## src/design/mem_port_cfg.svh

```systemverilog
`ifndef MEM_PORT_CFG_SVH
`define MEM_PORT_CFG_SVH

// word address into the DDR controller, one word per address
`define MEM_ADDR_W 26

// one Avalon beat
`define MEM_DATA_W 128

// posted writes can pile up here while the controller is busy
`define CMD_FIFO_DEPTH 4
`define RSP_FIFO_DEPTH 2

`define ICACHE_LINES 16 // must be a power of two

`endif

```

## src/design/mem_port_pkg.sv

```systemverilog
`default_nettype none

`include "mem_port_cfg.svh"

package mem_port_pkg;

  typedef logic [`MEM_ADDR_W-1:0] mem_addr_t;
  typedef logic [`MEM_DATA_W-1:0] mem_data_t;

  // {we, addr, data} as pushed into the command FIFO
  typedef logic [`MEM_ADDR_W+`MEM_DATA_W:0] mem_cmd_t;

  typedef logic [`MEM_ADDR_W-$clog2(`ICACHE_LINES)-1:0] icache_tag_t; // address above the index

  typedef enum logic [1:0] {
    ARB_IDLE,
    ARB_POST,
    ARB_WAIT_RSP
  } arb_state_t;

  typedef enum logic [1:0] {
    SEQ_IDLE,
    SEQ_CMD,
    SEQ_RDATA
  } seq_state_t;

  typedef enum logic {
    IC_LOOKUP,
    IC_FILL
  } icache_state_t;

endpackage

`default_nettype wire

```

## src/design/avl_sequencer.sv

```systemverilog
`timescale 1ns/1ps
`default_nettype none

module avl_sequencer (
  input  wire logic                    clk_i,
  input  wire logic                    rst_i,

  input  wire mem_port_pkg::mem_cmd_t  cmd_i,
  input  wire logic                    cmd_empty_i,
  output logic                         cmd_pop_o,

  output logic                         rsp_push_o,
  output mem_port_pkg::mem_data_t      rsp_o,
  input  wire logic                    rsp_full_i,

  input  wire logic                    avl_ready_i,
  output mem_port_pkg::mem_addr_t      avl_addr_o,
  output mem_port_pkg::mem_data_t      avl_wdata_o,
  output logic                         avl_read_req_o,
  output logic                         avl_write_req_o,
  output logic                   [8:0] avl_size_o,
  input  wire logic                    avl_rdata_valid_i,
  input  wire mem_port_pkg::mem_data_t avl_rdata_i
);

  mem_port_pkg::seq_state_t state_q;
  logic                     cmd_we;
  mem_port_pkg::mem_addr_t  cmd_adr;
  mem_port_pkg::mem_data_t  cmd_dat;

  assign {cmd_we, cmd_adr, cmd_dat} = cmd_i;

  // a read is only started when its beat has somewhere to go
  assign cmd_pop_o = (state_q == mem_port_pkg::SEQ_IDLE) && !cmd_empty_i && !rsp_full_i;

  assign rsp_push_o = (state_q == mem_port_pkg::SEQ_RDATA) && avl_rdata_valid_i;
  assign rsp_o      = avl_rdata_i;
  assign avl_size_o = 9'd1; // single beat bursts only

  always_ff @(posedge clk_i)
  begin
    if (rst_i)
    begin
      state_q         <= mem_port_pkg::SEQ_IDLE;
      avl_read_req_o  <= 1'b0;
      avl_write_req_o <= 1'b0;
    end
    else
    begin
      case (state_q)
        mem_port_pkg::SEQ_IDLE:
          if (cmd_pop_o)
          begin
            avl_read_req_o  <= !cmd_we;
            avl_write_req_o <= cmd_we;
            state_q         <= mem_port_pkg::SEQ_CMD;
          end
        mem_port_pkg::SEQ_CMD:
          if (avl_ready_i) // the controller takes the command in this cycle
          begin
            avl_read_req_o  <= 1'b0;
            avl_write_req_o <= 1'b0;
            state_q         <= avl_read_req_o ? mem_port_pkg::SEQ_RDATA : mem_port_pkg::SEQ_IDLE;
          end
        mem_port_pkg::SEQ_RDATA:
          if (avl_rdata_valid_i)
            state_q <= mem_port_pkg::SEQ_IDLE;
        default:
          state_q <= mem_port_pkg::SEQ_IDLE;
      endcase
    end
  end

  always_ff @(posedge clk_i)
  begin
    if (cmd_pop_o)
    begin
      avl_addr_o  <= cmd_adr;
      avl_wdata_o <= cmd_dat;
    end
  end

  a_one_req: assert property (@(posedge clk_i) disable iff (rst_i)
    !(avl_read_req_o && avl_write_req_o));

  // controller may sample the command in any cycle until ready
  a_hold_cmd: assert property (@(posedge clk_i) disable iff (rst_i)
    (avl_read_req_o || avl_write_req_o) && !avl_ready_i |=>
      $stable(avl_addr_o) && $stable(avl_read_req_o) && $stable(avl_write_req_o));

endmodule

`default_nettype wire

```

## src/design/icache.sv

```systemverilog
`timescale 1ns/1ps
`default_nettype none

`include "mem_port_cfg.svh"

module icache (
  input  wire logic                    clk_i,
  input  wire logic                    rst_i,
  input  wire logic                    flush_i,

  input  wire logic                    core_stb_i,
  input  wire mem_port_pkg::mem_addr_t core_adr_i,
  output logic                         core_stall_o,
  output logic                         core_ack_o,
  output mem_port_pkg::mem_data_t      core_rdat_o,

  output logic                         mem_stb_o,
  output mem_port_pkg::mem_addr_t      mem_adr_o,
  input  wire logic                    mem_stall_i,
  input  wire logic                    mem_ack_i,
  input  wire mem_port_pkg::mem_data_t mem_rdat_i
);

  localparam int IDX_W = $clog2(`ICACHE_LINES);

  mem_port_pkg::icache_state_t state_q;
  logic [`ICACHE_LINES-1:0]    valid_q;
  mem_port_pkg::icache_tag_t   tag_mem [`ICACHE_LINES];
  mem_port_pkg::mem_data_t     data_mem [`ICACHE_LINES];
  mem_port_pkg::mem_addr_t     adr_q;
  mem_port_pkg::mem_data_t     rdat_q;
  logic                        lookup_q; // accepted request waiting for its tag compare
  logic                        mem_stb_q;
  logic                        flush_pend_q;
  logic                        ack_q;
  logic [IDX_W-1:0]            idx;
  mem_port_pkg::icache_tag_t   tag;
  logic                        hit;
  logic                        accept;
  logic                        fill_done;

  assign idx = adr_q[IDX_W-1:0];
  assign tag = adr_q[`MEM_ADDR_W-1:IDX_W];
  assign hit = valid_q[idx] && (tag_mem[idx] == tag);

  assign core_stall_o = (state_q != mem_port_pkg::IC_LOOKUP) || lookup_q;
  assign accept       = core_stb_i && !core_stall_o;
  assign fill_done    = (state_q == mem_port_pkg::IC_FILL) && mem_ack_i;

  assign core_ack_o  = ack_q;
  assign core_rdat_o = rdat_q;
  assign mem_stb_o   = mem_stb_q;
  assign mem_adr_o   = adr_q;

  always_ff @(posedge clk_i)
  begin
    if (rst_i)
    begin
      state_q      <= mem_port_pkg::IC_LOOKUP;
      valid_q      <= '0;
      lookup_q     <= 1'b0;
      mem_stb_q    <= 1'b0;
      flush_pend_q <= 1'b0;
      ack_q        <= 1'b0;
    end
    else
    begin
      ack_q    <= 1'b0;
      lookup_q <= accept;
      if (state_q == mem_port_pkg::IC_LOOKUP)
      begin
        if (lookup_q && hit)
          ack_q <= 1'b1;
        else if (lookup_q)
        begin
          mem_stb_q <= 1'b1;
          state_q   <= mem_port_pkg::IC_FILL;
        end
        if (flush_i)
          valid_q <= '0;
      end
      else
      begin
        if (flush_i)
          flush_pend_q <= 1'b1;
        if (mem_stb_q && !mem_stall_i)
          mem_stb_q <= 1'b0;
        if (fill_done)
        begin
          ack_q        <= 1'b1;
          flush_pend_q <= 1'b0;
          state_q      <= mem_port_pkg::IC_LOOKUP;
          // a flush seen during the fill wipes the new line as well
          if (flush_pend_q || flush_i)
            valid_q <= '0;
          else
            valid_q[idx] <= 1'b1;
        end
      end
    end
  end

  always_ff @(posedge clk_i)
  begin
    if (accept)
      adr_q <= core_adr_i;
    if (lookup_q)
      rdat_q <= data_mem[idx];
    if (fill_done)
    begin
      tag_mem[idx]  <= tag;
      data_mem[idx] <= mem_rdat_i;
      rdat_q        <= mem_rdat_i; // fetched word goes straight to the core
    end
  end

endmodule

`default_nettype wire

```

## src/design/mem_port_top.sv

```systemverilog
`timescale 1ns/1ps
`default_nettype none

`include "mem_port_cfg.svh"

module mem_port_top (
  input  wire logic                    clk,
  input  wire logic                    rst,
  input  wire logic                    flush_i,

  input  wire logic                    inst_stb_i,
  input  wire mem_port_pkg::mem_addr_t inst_adr_i,
  output logic                         inst_stall_o,
  output logic                         inst_ack_o,
  output mem_port_pkg::mem_data_t      inst_rdat_o,

  input  wire logic                    data_stb_i,
  input  wire logic                    data_we_i,
  input  wire mem_port_pkg::mem_addr_t data_adr_i,
  input  wire mem_port_pkg::mem_data_t data_wdat_i,
  output logic                         data_stall_o,
  output logic                         data_ack_o,
  output mem_port_pkg::mem_data_t      data_rdat_o,

  input  wire logic                    avl_ready_i,
  output mem_port_pkg::mem_addr_t      avl_addr_o,
  output mem_port_pkg::mem_data_t      avl_wdata_o,
  output logic                         avl_read_req_o,
  output logic                         avl_write_req_o,
  output logic                   [8:0] avl_size_o,
  input  wire logic                    avl_rdata_valid_i,
  input  wire mem_port_pkg::mem_data_t avl_rdata_i
);

  // cache misses towards the arbiter
  logic                    miss_stb;
  mem_port_pkg::mem_addr_t miss_adr;
  logic                    miss_stall;
  logic                    miss_ack;
  mem_port_pkg::mem_data_t miss_rdat;

  logic                    cmd_push;
  logic                    cmd_pop;
  logic                    cmd_full;
  logic                    cmd_empty;
  mem_port_pkg::mem_cmd_t  cmd_in;
  mem_port_pkg::mem_cmd_t  cmd_out;

  logic                    rsp_push;
  logic                    rsp_pop;
  logic                    rsp_full;
  logic                    rsp_empty;
  mem_port_pkg::mem_data_t rsp_in;
  mem_port_pkg::mem_data_t rsp_out;

  icache icache_i (
    .clk_i (clk), .rst_i (rst), .flush_i (flush_i),
    .core_stb_i (inst_stb_i), .core_adr_i (inst_adr_i), .core_stall_o (inst_stall_o),
    .core_ack_o (inst_ack_o), .core_rdat_o (inst_rdat_o),
    .mem_stb_o (miss_stb), .mem_adr_o (miss_adr), .mem_stall_i (miss_stall),
    .mem_ack_i (miss_ack), .mem_rdat_i (miss_rdat)
  );

  req_arbiter arbiter_i (
    .clk_i (clk), .rst_i (rst),
    .inst_stb_i (miss_stb), .inst_adr_i (miss_adr), .inst_stall_o (miss_stall),
    .inst_ack_o (miss_ack), .inst_rdat_o (miss_rdat),
    .data_stb_i (data_stb_i), .data_we_i (data_we_i), .data_adr_i (data_adr_i),
    .data_wdat_i (data_wdat_i), .data_stall_o (data_stall_o),
    .data_ack_o (data_ack_o), .data_rdat_o (data_rdat_o),
    .cmd_push_o (cmd_push), .cmd_o (cmd_in), .cmd_full_i (cmd_full),
    .rsp_pop_o (rsp_pop), .rsp_i (rsp_out), .rsp_empty_i (rsp_empty)
  );

  sync_fifo #(.WIDTH($bits(mem_port_pkg::mem_cmd_t)), .DEPTH(`CMD_FIFO_DEPTH)) cmd_fifo (
    .clk_i (clk), .rst_i (rst),
    .push_i (cmd_push), .din_i (cmd_in), .full_o (cmd_full),
    .pop_i (cmd_pop), .dout_o (cmd_out), .empty_o (cmd_empty)
  );

  sync_fifo #(.WIDTH($bits(mem_port_pkg::mem_data_t)), .DEPTH(`RSP_FIFO_DEPTH)) rsp_fifo (
    .clk_i (clk), .rst_i (rst),
    .push_i (rsp_push), .din_i (rsp_in), .full_o (rsp_full),
    .pop_i (rsp_pop), .dout_o (rsp_out), .empty_o (rsp_empty)
  );

  avl_sequencer sequencer_i (
    .clk_i (clk), .rst_i (rst),
    .cmd_i (cmd_out), .cmd_empty_i (cmd_empty), .cmd_pop_o (cmd_pop),
    .rsp_push_o (rsp_push), .rsp_o (rsp_in), .rsp_full_i (rsp_full),
    .avl_ready_i (avl_ready_i), .avl_addr_o (avl_addr_o), .avl_wdata_o (avl_wdata_o),
    .avl_read_req_o (avl_read_req_o), .avl_write_req_o (avl_write_req_o),
    .avl_size_o (avl_size_o), .avl_rdata_valid_i (avl_rdata_valid_i),
    .avl_rdata_i (avl_rdata_i)
  );

endmodule

`default_nettype wire

```

## src/design/req_arbiter.sv

```systemverilog
`timescale 1ns/1ps
`default_nettype none

`include "mem_port_cfg.svh"

module req_arbiter (
  input  wire logic                   clk_i,
  input  wire logic                   rst_i,

  input  wire logic                   inst_stb_i,
  input  wire mem_port_pkg::mem_addr_t inst_adr_i,
  output logic                        inst_stall_o,
  output logic                        inst_ack_o,
  output mem_port_pkg::mem_data_t     inst_rdat_o,

  input  wire logic                   data_stb_i,
  input  wire logic                   data_we_i,
  input  wire mem_port_pkg::mem_addr_t data_adr_i,
  input  wire mem_port_pkg::mem_data_t data_wdat_i,
  output logic                        data_stall_o,
  output logic                        data_ack_o,
  output mem_port_pkg::mem_data_t     data_rdat_o,

  output logic                        cmd_push_o,
  output mem_port_pkg::mem_cmd_t      cmd_o,
  input  wire logic                   cmd_full_i,

  output logic                        rsp_pop_o,
  input  wire mem_port_pkg::mem_data_t rsp_i,
  input  wire logic                   rsp_empty_i
);

  localparam int WE_BIT = `MEM_ADDR_W + `MEM_DATA_W;

  mem_port_pkg::arb_state_t state_q;
  mem_port_pkg::mem_cmd_t   cmd_q;
  logic                     prefer_data_q;
  logic                     owner_data_q; // port that owns the command in flight
  logic                     grant_inst;
  logic                     grant_data;
  logic                     is_write;
  logic                     done;

  // favored port wins a tie, the other one only gets in when the favored is quiet
  assign grant_inst = (state_q == mem_port_pkg::ARB_IDLE) && inst_stb_i &&
                      (!prefer_data_q || !data_stb_i);
  assign grant_data = (state_q == mem_port_pkg::ARB_IDLE) && data_stb_i &&
                      (prefer_data_q || !inst_stb_i);

  assign inst_stall_o = (state_q != mem_port_pkg::ARB_IDLE) || grant_data;
  assign data_stall_o = (state_q != mem_port_pkg::ARB_IDLE) || grant_inst;

  assign is_write   = cmd_q[WE_BIT];
  assign cmd_o      = cmd_q;
  assign cmd_push_o = (state_q == mem_port_pkg::ARB_POST) && !cmd_full_i;
  assign rsp_pop_o  = (state_q == mem_port_pkg::ARB_WAIT_RSP) && !rsp_empty_i;

  // writes are done once posted, reads once their data leaves the response FIFO
  assign done = (cmd_push_o && is_write) || rsp_pop_o;

  assign inst_ack_o  = done && !owner_data_q;
  assign data_ack_o  = done && owner_data_q;
  assign inst_rdat_o = rsp_i;
  assign data_rdat_o = rsp_i;

  always_ff @(posedge clk_i)
  begin
    if (rst_i)
    begin
      state_q       <= mem_port_pkg::ARB_IDLE;
      prefer_data_q <= 1'b0;
      owner_data_q  <= 1'b0;
    end
    else
    begin
      case (state_q)
        mem_port_pkg::ARB_IDLE:
          if (grant_inst || grant_data)
          begin
            owner_data_q  <= grant_data;
            prefer_data_q <= grant_inst; // the port just served goes to the back
            state_q       <= mem_port_pkg::ARB_POST;
          end
        mem_port_pkg::ARB_POST:
          if (!cmd_full_i)
            state_q <= is_write ? mem_port_pkg::ARB_IDLE : mem_port_pkg::ARB_WAIT_RSP;
        mem_port_pkg::ARB_WAIT_RSP:
          if (!rsp_empty_i)
            state_q <= mem_port_pkg::ARB_IDLE;
        default:
          state_q <= mem_port_pkg::ARB_IDLE;
      endcase
    end
  end

  always_ff @(posedge clk_i)
  begin
    if (grant_data)
      cmd_q <= {data_we_i, data_adr_i, data_wdat_i};
    else if (grant_inst)
      cmd_q <= {1'b0, inst_adr_i, mem_port_pkg::mem_data_t'(0)}; // instruction side only reads
  end

  // each grant ends in a single ack pulse before the next one can start
  a_one_ack: assert property (@(posedge clk_i) disable iff (rst_i)
    (inst_ack_o || data_ack_o) |=> !inst_ack_o && !data_ack_o);

endmodule

`default_nettype wire

```

## src/design/sync_fifo.sv

```systemverilog
`timescale 1ns/1ps
`default_nettype none

module sync_fifo #(
  parameter int WIDTH = 8,
  parameter int DEPTH = 4
) (
  input  wire logic             clk_i,
  input  wire logic             rst_i,
  input  wire logic             push_i,
  input  wire logic [WIDTH-1:0] din_i,
  output logic                  full_o,
  input  wire logic             pop_i,
  output logic      [WIDTH-1:0] dout_o,
  output logic                  empty_o
);

  localparam int PTR_W = (DEPTH > 1) ? $clog2(DEPTH) : 1;
  localparam int CNT_W = $clog2(DEPTH + 1);

  logic [WIDTH-1:0] mem_q [DEPTH];
  logic [PTR_W-1:0] wr_ptr_q;
  logic [PTR_W-1:0] rd_ptr_q;
  logic [CNT_W-1:0] count_q;
  logic             do_push;
  logic             do_pop;

  // wraps at DEPTH so depths that are not a power of two work too
  function automatic logic [PTR_W-1:0] next_ptr(input logic [PTR_W-1:0] ptr);
    if (ptr == PTR_W'(DEPTH - 1))
      return '0;
    return ptr + 1'b1;
  endfunction

  assign do_push = push_i && !full_o;
  assign do_pop  = pop_i && !empty_o;
  assign full_o  = (count_q == CNT_W'(DEPTH));
  assign empty_o = (count_q == '0);
  assign dout_o  = mem_q[rd_ptr_q]; // head word, valid whenever not empty

  always_ff @(posedge clk_i)
  begin
    if (rst_i)
    begin
      wr_ptr_q <= '0;
      rd_ptr_q <= '0;
      count_q  <= '0;
    end
    else
    begin
      if (do_push)
        wr_ptr_q <= next_ptr(wr_ptr_q);
      if (do_pop)
        rd_ptr_q <= next_ptr(rd_ptr_q);
      if (do_push && !do_pop)
        count_q <= count_q + 1'b1;
      else if (do_pop && !do_push)
        count_q <= count_q - 1'b1;
    end
  end

  always_ff @(posedge clk_i)
  begin
    if (do_push)
      mem_q[wr_ptr_q] <= din_i;
  end

  a_no_overflow: assert property (@(posedge clk_i) disable iff (rst_i) push_i |-> !full_o);
  a_no_underflow: assert property (@(posedge clk_i) disable iff (rst_i) pop_i |-> !empty_o);

endmodule

`default_nettype wire

```

## config.mk

```make
export PLATFORM = sky130hd
export DESIGN_NAME = mem_port_top
export DESIGN_NICKNAME = d
export VERILOG_FILES = /design/src/design/mem_port_pkg.sv /design/src/design/avl_sequencer.sv /design/src/design/icache.sv /design/src/design/mem_port_top.sv /design/src/design/req_arbiter.sv /design/src/design/sync_fifo.sv
export VERILOG_INCLUDE_DIRS = /design/src /design/src/design
export SDC_FILE = /design/constraint.sdc
export NUM_CORES = 2
export LEC_CHECK = 0
export ABC_AREA = 1
export BUFFER_PORTS_ARGS = -buffer_cell sky130_fd_sc_hd__buf_2
export CAP_MARGIN = 20
export CELL_PAD_IN_SITES_DETAIL_PLACEMENT = 1
export CELL_PAD_IN_SITES_GLOBAL_PLACEMENT = 1
export CORE_MARGIN = 3
export CORE_UTILIZATION = 45
export DETAILED_ROUTE_END_ITERATION = 12
export MAX_ROUTING_LAYER = met4
export PLACE_DENSITY_LB_ADDON = 0.08
export SLEW_MARGIN = 0
export SYNTH_ARGS = -nofsm -noshare
export SYNTH_HDL_FRONTEND = slang
export SYNTH_SLANG_ARGS = --single-unit
```

## constraint.sdc

```tcl
create_clock -name clk -period 19.2 [get_ports clk]
set_input_delay 0.96 -clock clk [delete_from_list [all_inputs] [get_ports clk]]
set_output_delay 0.96 -clock clk [all_outputs]
set_load 0.005 [all_outputs]
```

==> results.md <==
- Initial Utilization: 0.453
- Main combinational cell family by area after synthesis: compound AO/OA/AOI/OAI gates
- Ys async rst share: 0
- Crit share post-route: 0.258
- Commonest cells after routing, fill and taps aside: edfxtp_1 (3739), nand2_1 (1491), a22oi_1 (1024), buf_2 (734), nor2_1 (622)
- Total negative slack: 0 ns
- MaxCap Viol Count: 0
- Vias per inst: 5.81
- Final HPWL DP: around 220000 um
- Largest net degree at the start of global routing: 165
- R2R setup slack: 14.25 ns
- Yosys reg bits: 3786
- Clock Pin Slew Worst Setup and Hold Paths: 0.06 ns
- Post-synth cell types: 39
- Status: finished, final reports clean
- Synthesis Warnings: 0
- Sequential area share after synthesis: 0.807
- CTS tree: done
- Slew @ Worst Pin: 1.18 ns
- I/O pin total: 741
- Clk buf depth: 4
- H-tree levels: 5
- Final Wtd Congestion: about 0.8
- Nets: 10.2k
- Adder-cell share of the synthesized area: 0.000767
- Max Fclk: 202 MHz
- Num rows: 204
- Critical path's most frequent cell: buf_4
- Final setup fails: 0
- Latest clock arrival within the worst-skew pair: 0.95 ns
- Die Wd: 564 um
- Register area: 113000 um2
- First-pass GRT wire length: 596000 um
- Top fanout value on the critical path: between 100 and 150
- Core Box Area: between 300000 and 400000 um2
- Setup Skew: 0.0539 ns
- CP peak stage delay: between 0.8 and 0.9 ns
- Req. time, crit path: around 20 ns
- CTS sink count: 3786
- Simple-gate portion of the synthesized area: 0.0690
- Synthesized cell area: ~140000 um2
- Detailed Route Iter0 Violations: 8458
- Die ar.: between 300000 and 400000 um2
- Pwr Total: 19.5 mW
- Most common cell after layout, fill and taps aside: edfxtp_1
- Hold Path Class: input pin to flop
- Leakage: 55.6 nW
- # port buffers: 731
- Hold buffers post-CTS: 0
- Post-CTS Setup Repair Bufs: 0
- Final core utilization: 0.521
- DIE HEIGHT: 564 um
- Syn avg cell area: between 15 and 20 um2
- WP data arrival: 5.71 ns
- Drt drc: 0
- Vias: 83.3k
- Max Slew Vio Count: 0
- Fill cells: 29.4k
- WL per Instance: 28.8 um
- Max-slew headroom: 0.214
- Final hold vios: 0
- Remaining antenna violation count after routing: 0
- Worst Setup Path Type: flop to flop
- PwrDens: 121 nW/um2
- Compound-cell area share of the yosys netlist: 0.0968
- Area occupied by multi-input gates: between 20000 and 25000 um2
- CTS resizes: 0
- GR Util All Layers: 0.260
- Aggregate global routing overflow: 0
- Min Tclk post-route: 4.95 ns
- XOR/XNOR share of the synthesized area: 0
- CTS buffer count: roughly 400
- WL final: around 410000 um
- Post-Syn Instances: ~9k
- Critical-path top delay cell: buf_4
- Initial antenna violation count: 49
- CP startpoint kind: flop
- Root buffer cell: clkbuf_16
- Critical Path End Type: flop
- Share of cells above drive strength 1: 0.146
- EDFF count, synth: 3739
- Mux cell area share after synthesis: 0
- Area Growth Syn to Fin: 15.0%
- First-pass iteration count of the detailed router: 6
- Worst vdd ir: roughly 0.14 mV
- Worst-path cell chain: nand2_4 > inv_8 > buf_4 > buf_4 > buf_4 > a22oi_1 > a21boi_0 > nor4_1 > a31oi_1
- Synth Flop Type: edfxtp_1
- RSZ-0062 raised after global routing: false
- Vias in the first global route: 86.1k
- Worst hold slack: 0.193 ns
==> cell type report <==
type,count,area share
diodes,28,0.000434
multi-input cells,4478,0.146
clock buffers,479,0.0646
flip-flops and latches,3786,0.702
inverters,332,0.00800
clock inverters,242,0.0156
repair buffers,875,0.0312
well taps,4120,0.0320
==> synth_stat cells (90+ instances only) <==
master | number | share of area
a21boi_0 | 90 | 0.0048
a21oi_1 | 134 | 0.0048
a22oi_1 | 1024 | 0.055
a31oi_1 | 137 | 0.0061
buf_2 | 165 | 0.0059
clkbuf_1 | 314 | 0.0084
edfxtp_1 | 3739 | 0.80
inv_1 | 316 | 0.0085
nand2_1 | 1494 | 0.040
nand3_1 | 224 | 0.0080
nor2_1 | 633 | 0.017
o21ai_0 | 388 | 0.014
o22ai_1 | 155 | 0.0069
==> state kept, by name (all words and copies together) (netlist names), 2 cells and up, named ones only <==
register                 cells
icache_i.data_mem         2048
cmd_fifo.mem_q             620
icache_i.tag_mem           352
rsp_fifo.mem_q             256
arbiter_i.cmd_o            155
icache_i.core_rdat_o       128
sequencer_i.avl_wdata_o    128
icache_i.mem_adr_o          26
sequencer_i.avl_addr_o      26
icache_i.valid_q            16
cmd_fifo.count_q             3
arbiter_i.state_q            2
cmd_fifo.rd_ptr_q            2
cmd_fifo.wr_ptr_q            2
rsp_fifo.count_q             2
sequencer_i.state_q          2
==> path summary, 6_finish.rpt <==
kind,start,end,cells after the start
worst max-delay path,icache_i.mem_adr_o[0],icache_i.core_rdat_o[64],9
worst min-delay path,avl_rdata_i[24],rsp_fifo.mem_q[0][24],1
worst max register to register,icache_i.mem_adr_o[0],icache_i.core_rdat_o[64],9
worst min register to register,rsp_fifo.rd_ptr_q,rsp_fifo.rd_ptr_q,1
==> power breakdown <==
group / internal, mW / leakage [nW] / switching (mW) / total, mW
registers: 9.60 / 34.4 / 0.213 / 9.82
logic: 0.560 / 14.9 / 1.45 / 2.01
clock network: 4.48 / 6.32 / 3.20 / 7.68
total: 14.6 / 55.6 / 4.87 / 19.5
==> per-stage QoR <==
stage,cells,instance area (um2),worst slack (ns)
finish,14300,161000,14.25
global route,14300,161000,13.98
CTS,14300,161000,14.29
detailed placement,13600,148000,14.28
global placement,13600,148000,14.38
floorplan,9146,140000,2.62
==> worst max-delay path: cells and delay by family, from the launching register on <==
kind / cells / cell delay, ns
AO/OA/AOI/OAI: 3 / 0.57
buffers and inverters: 4 / 2.96
flip-flops: 1 / 0.62
AND/OR/NAND/NOR: 2 / 0.31
==> layer usage <==
layer,up-vias,share of wire,global-route usage
li1,36200,-,-
met1,43800,0.44,0.362
met2,2767,0.47,0.407
met3,512,0.066,0.0411
met4,0,0.021,0.0559
met5,-,0,-
==> logic make-up after synthesis <==
| logic type | count (synthesis) |
|---|---|
| flip-flops | 3786 |
| AO/OA/AOI/OAI | 2019 |
| adder cells (fa/ha/maj) | 8 |
| AND/OR/NAND/NOR | 2442 |
| other | 2 |
| buffers and inverters | 882 |
Power figures use the tool's default switching activity.
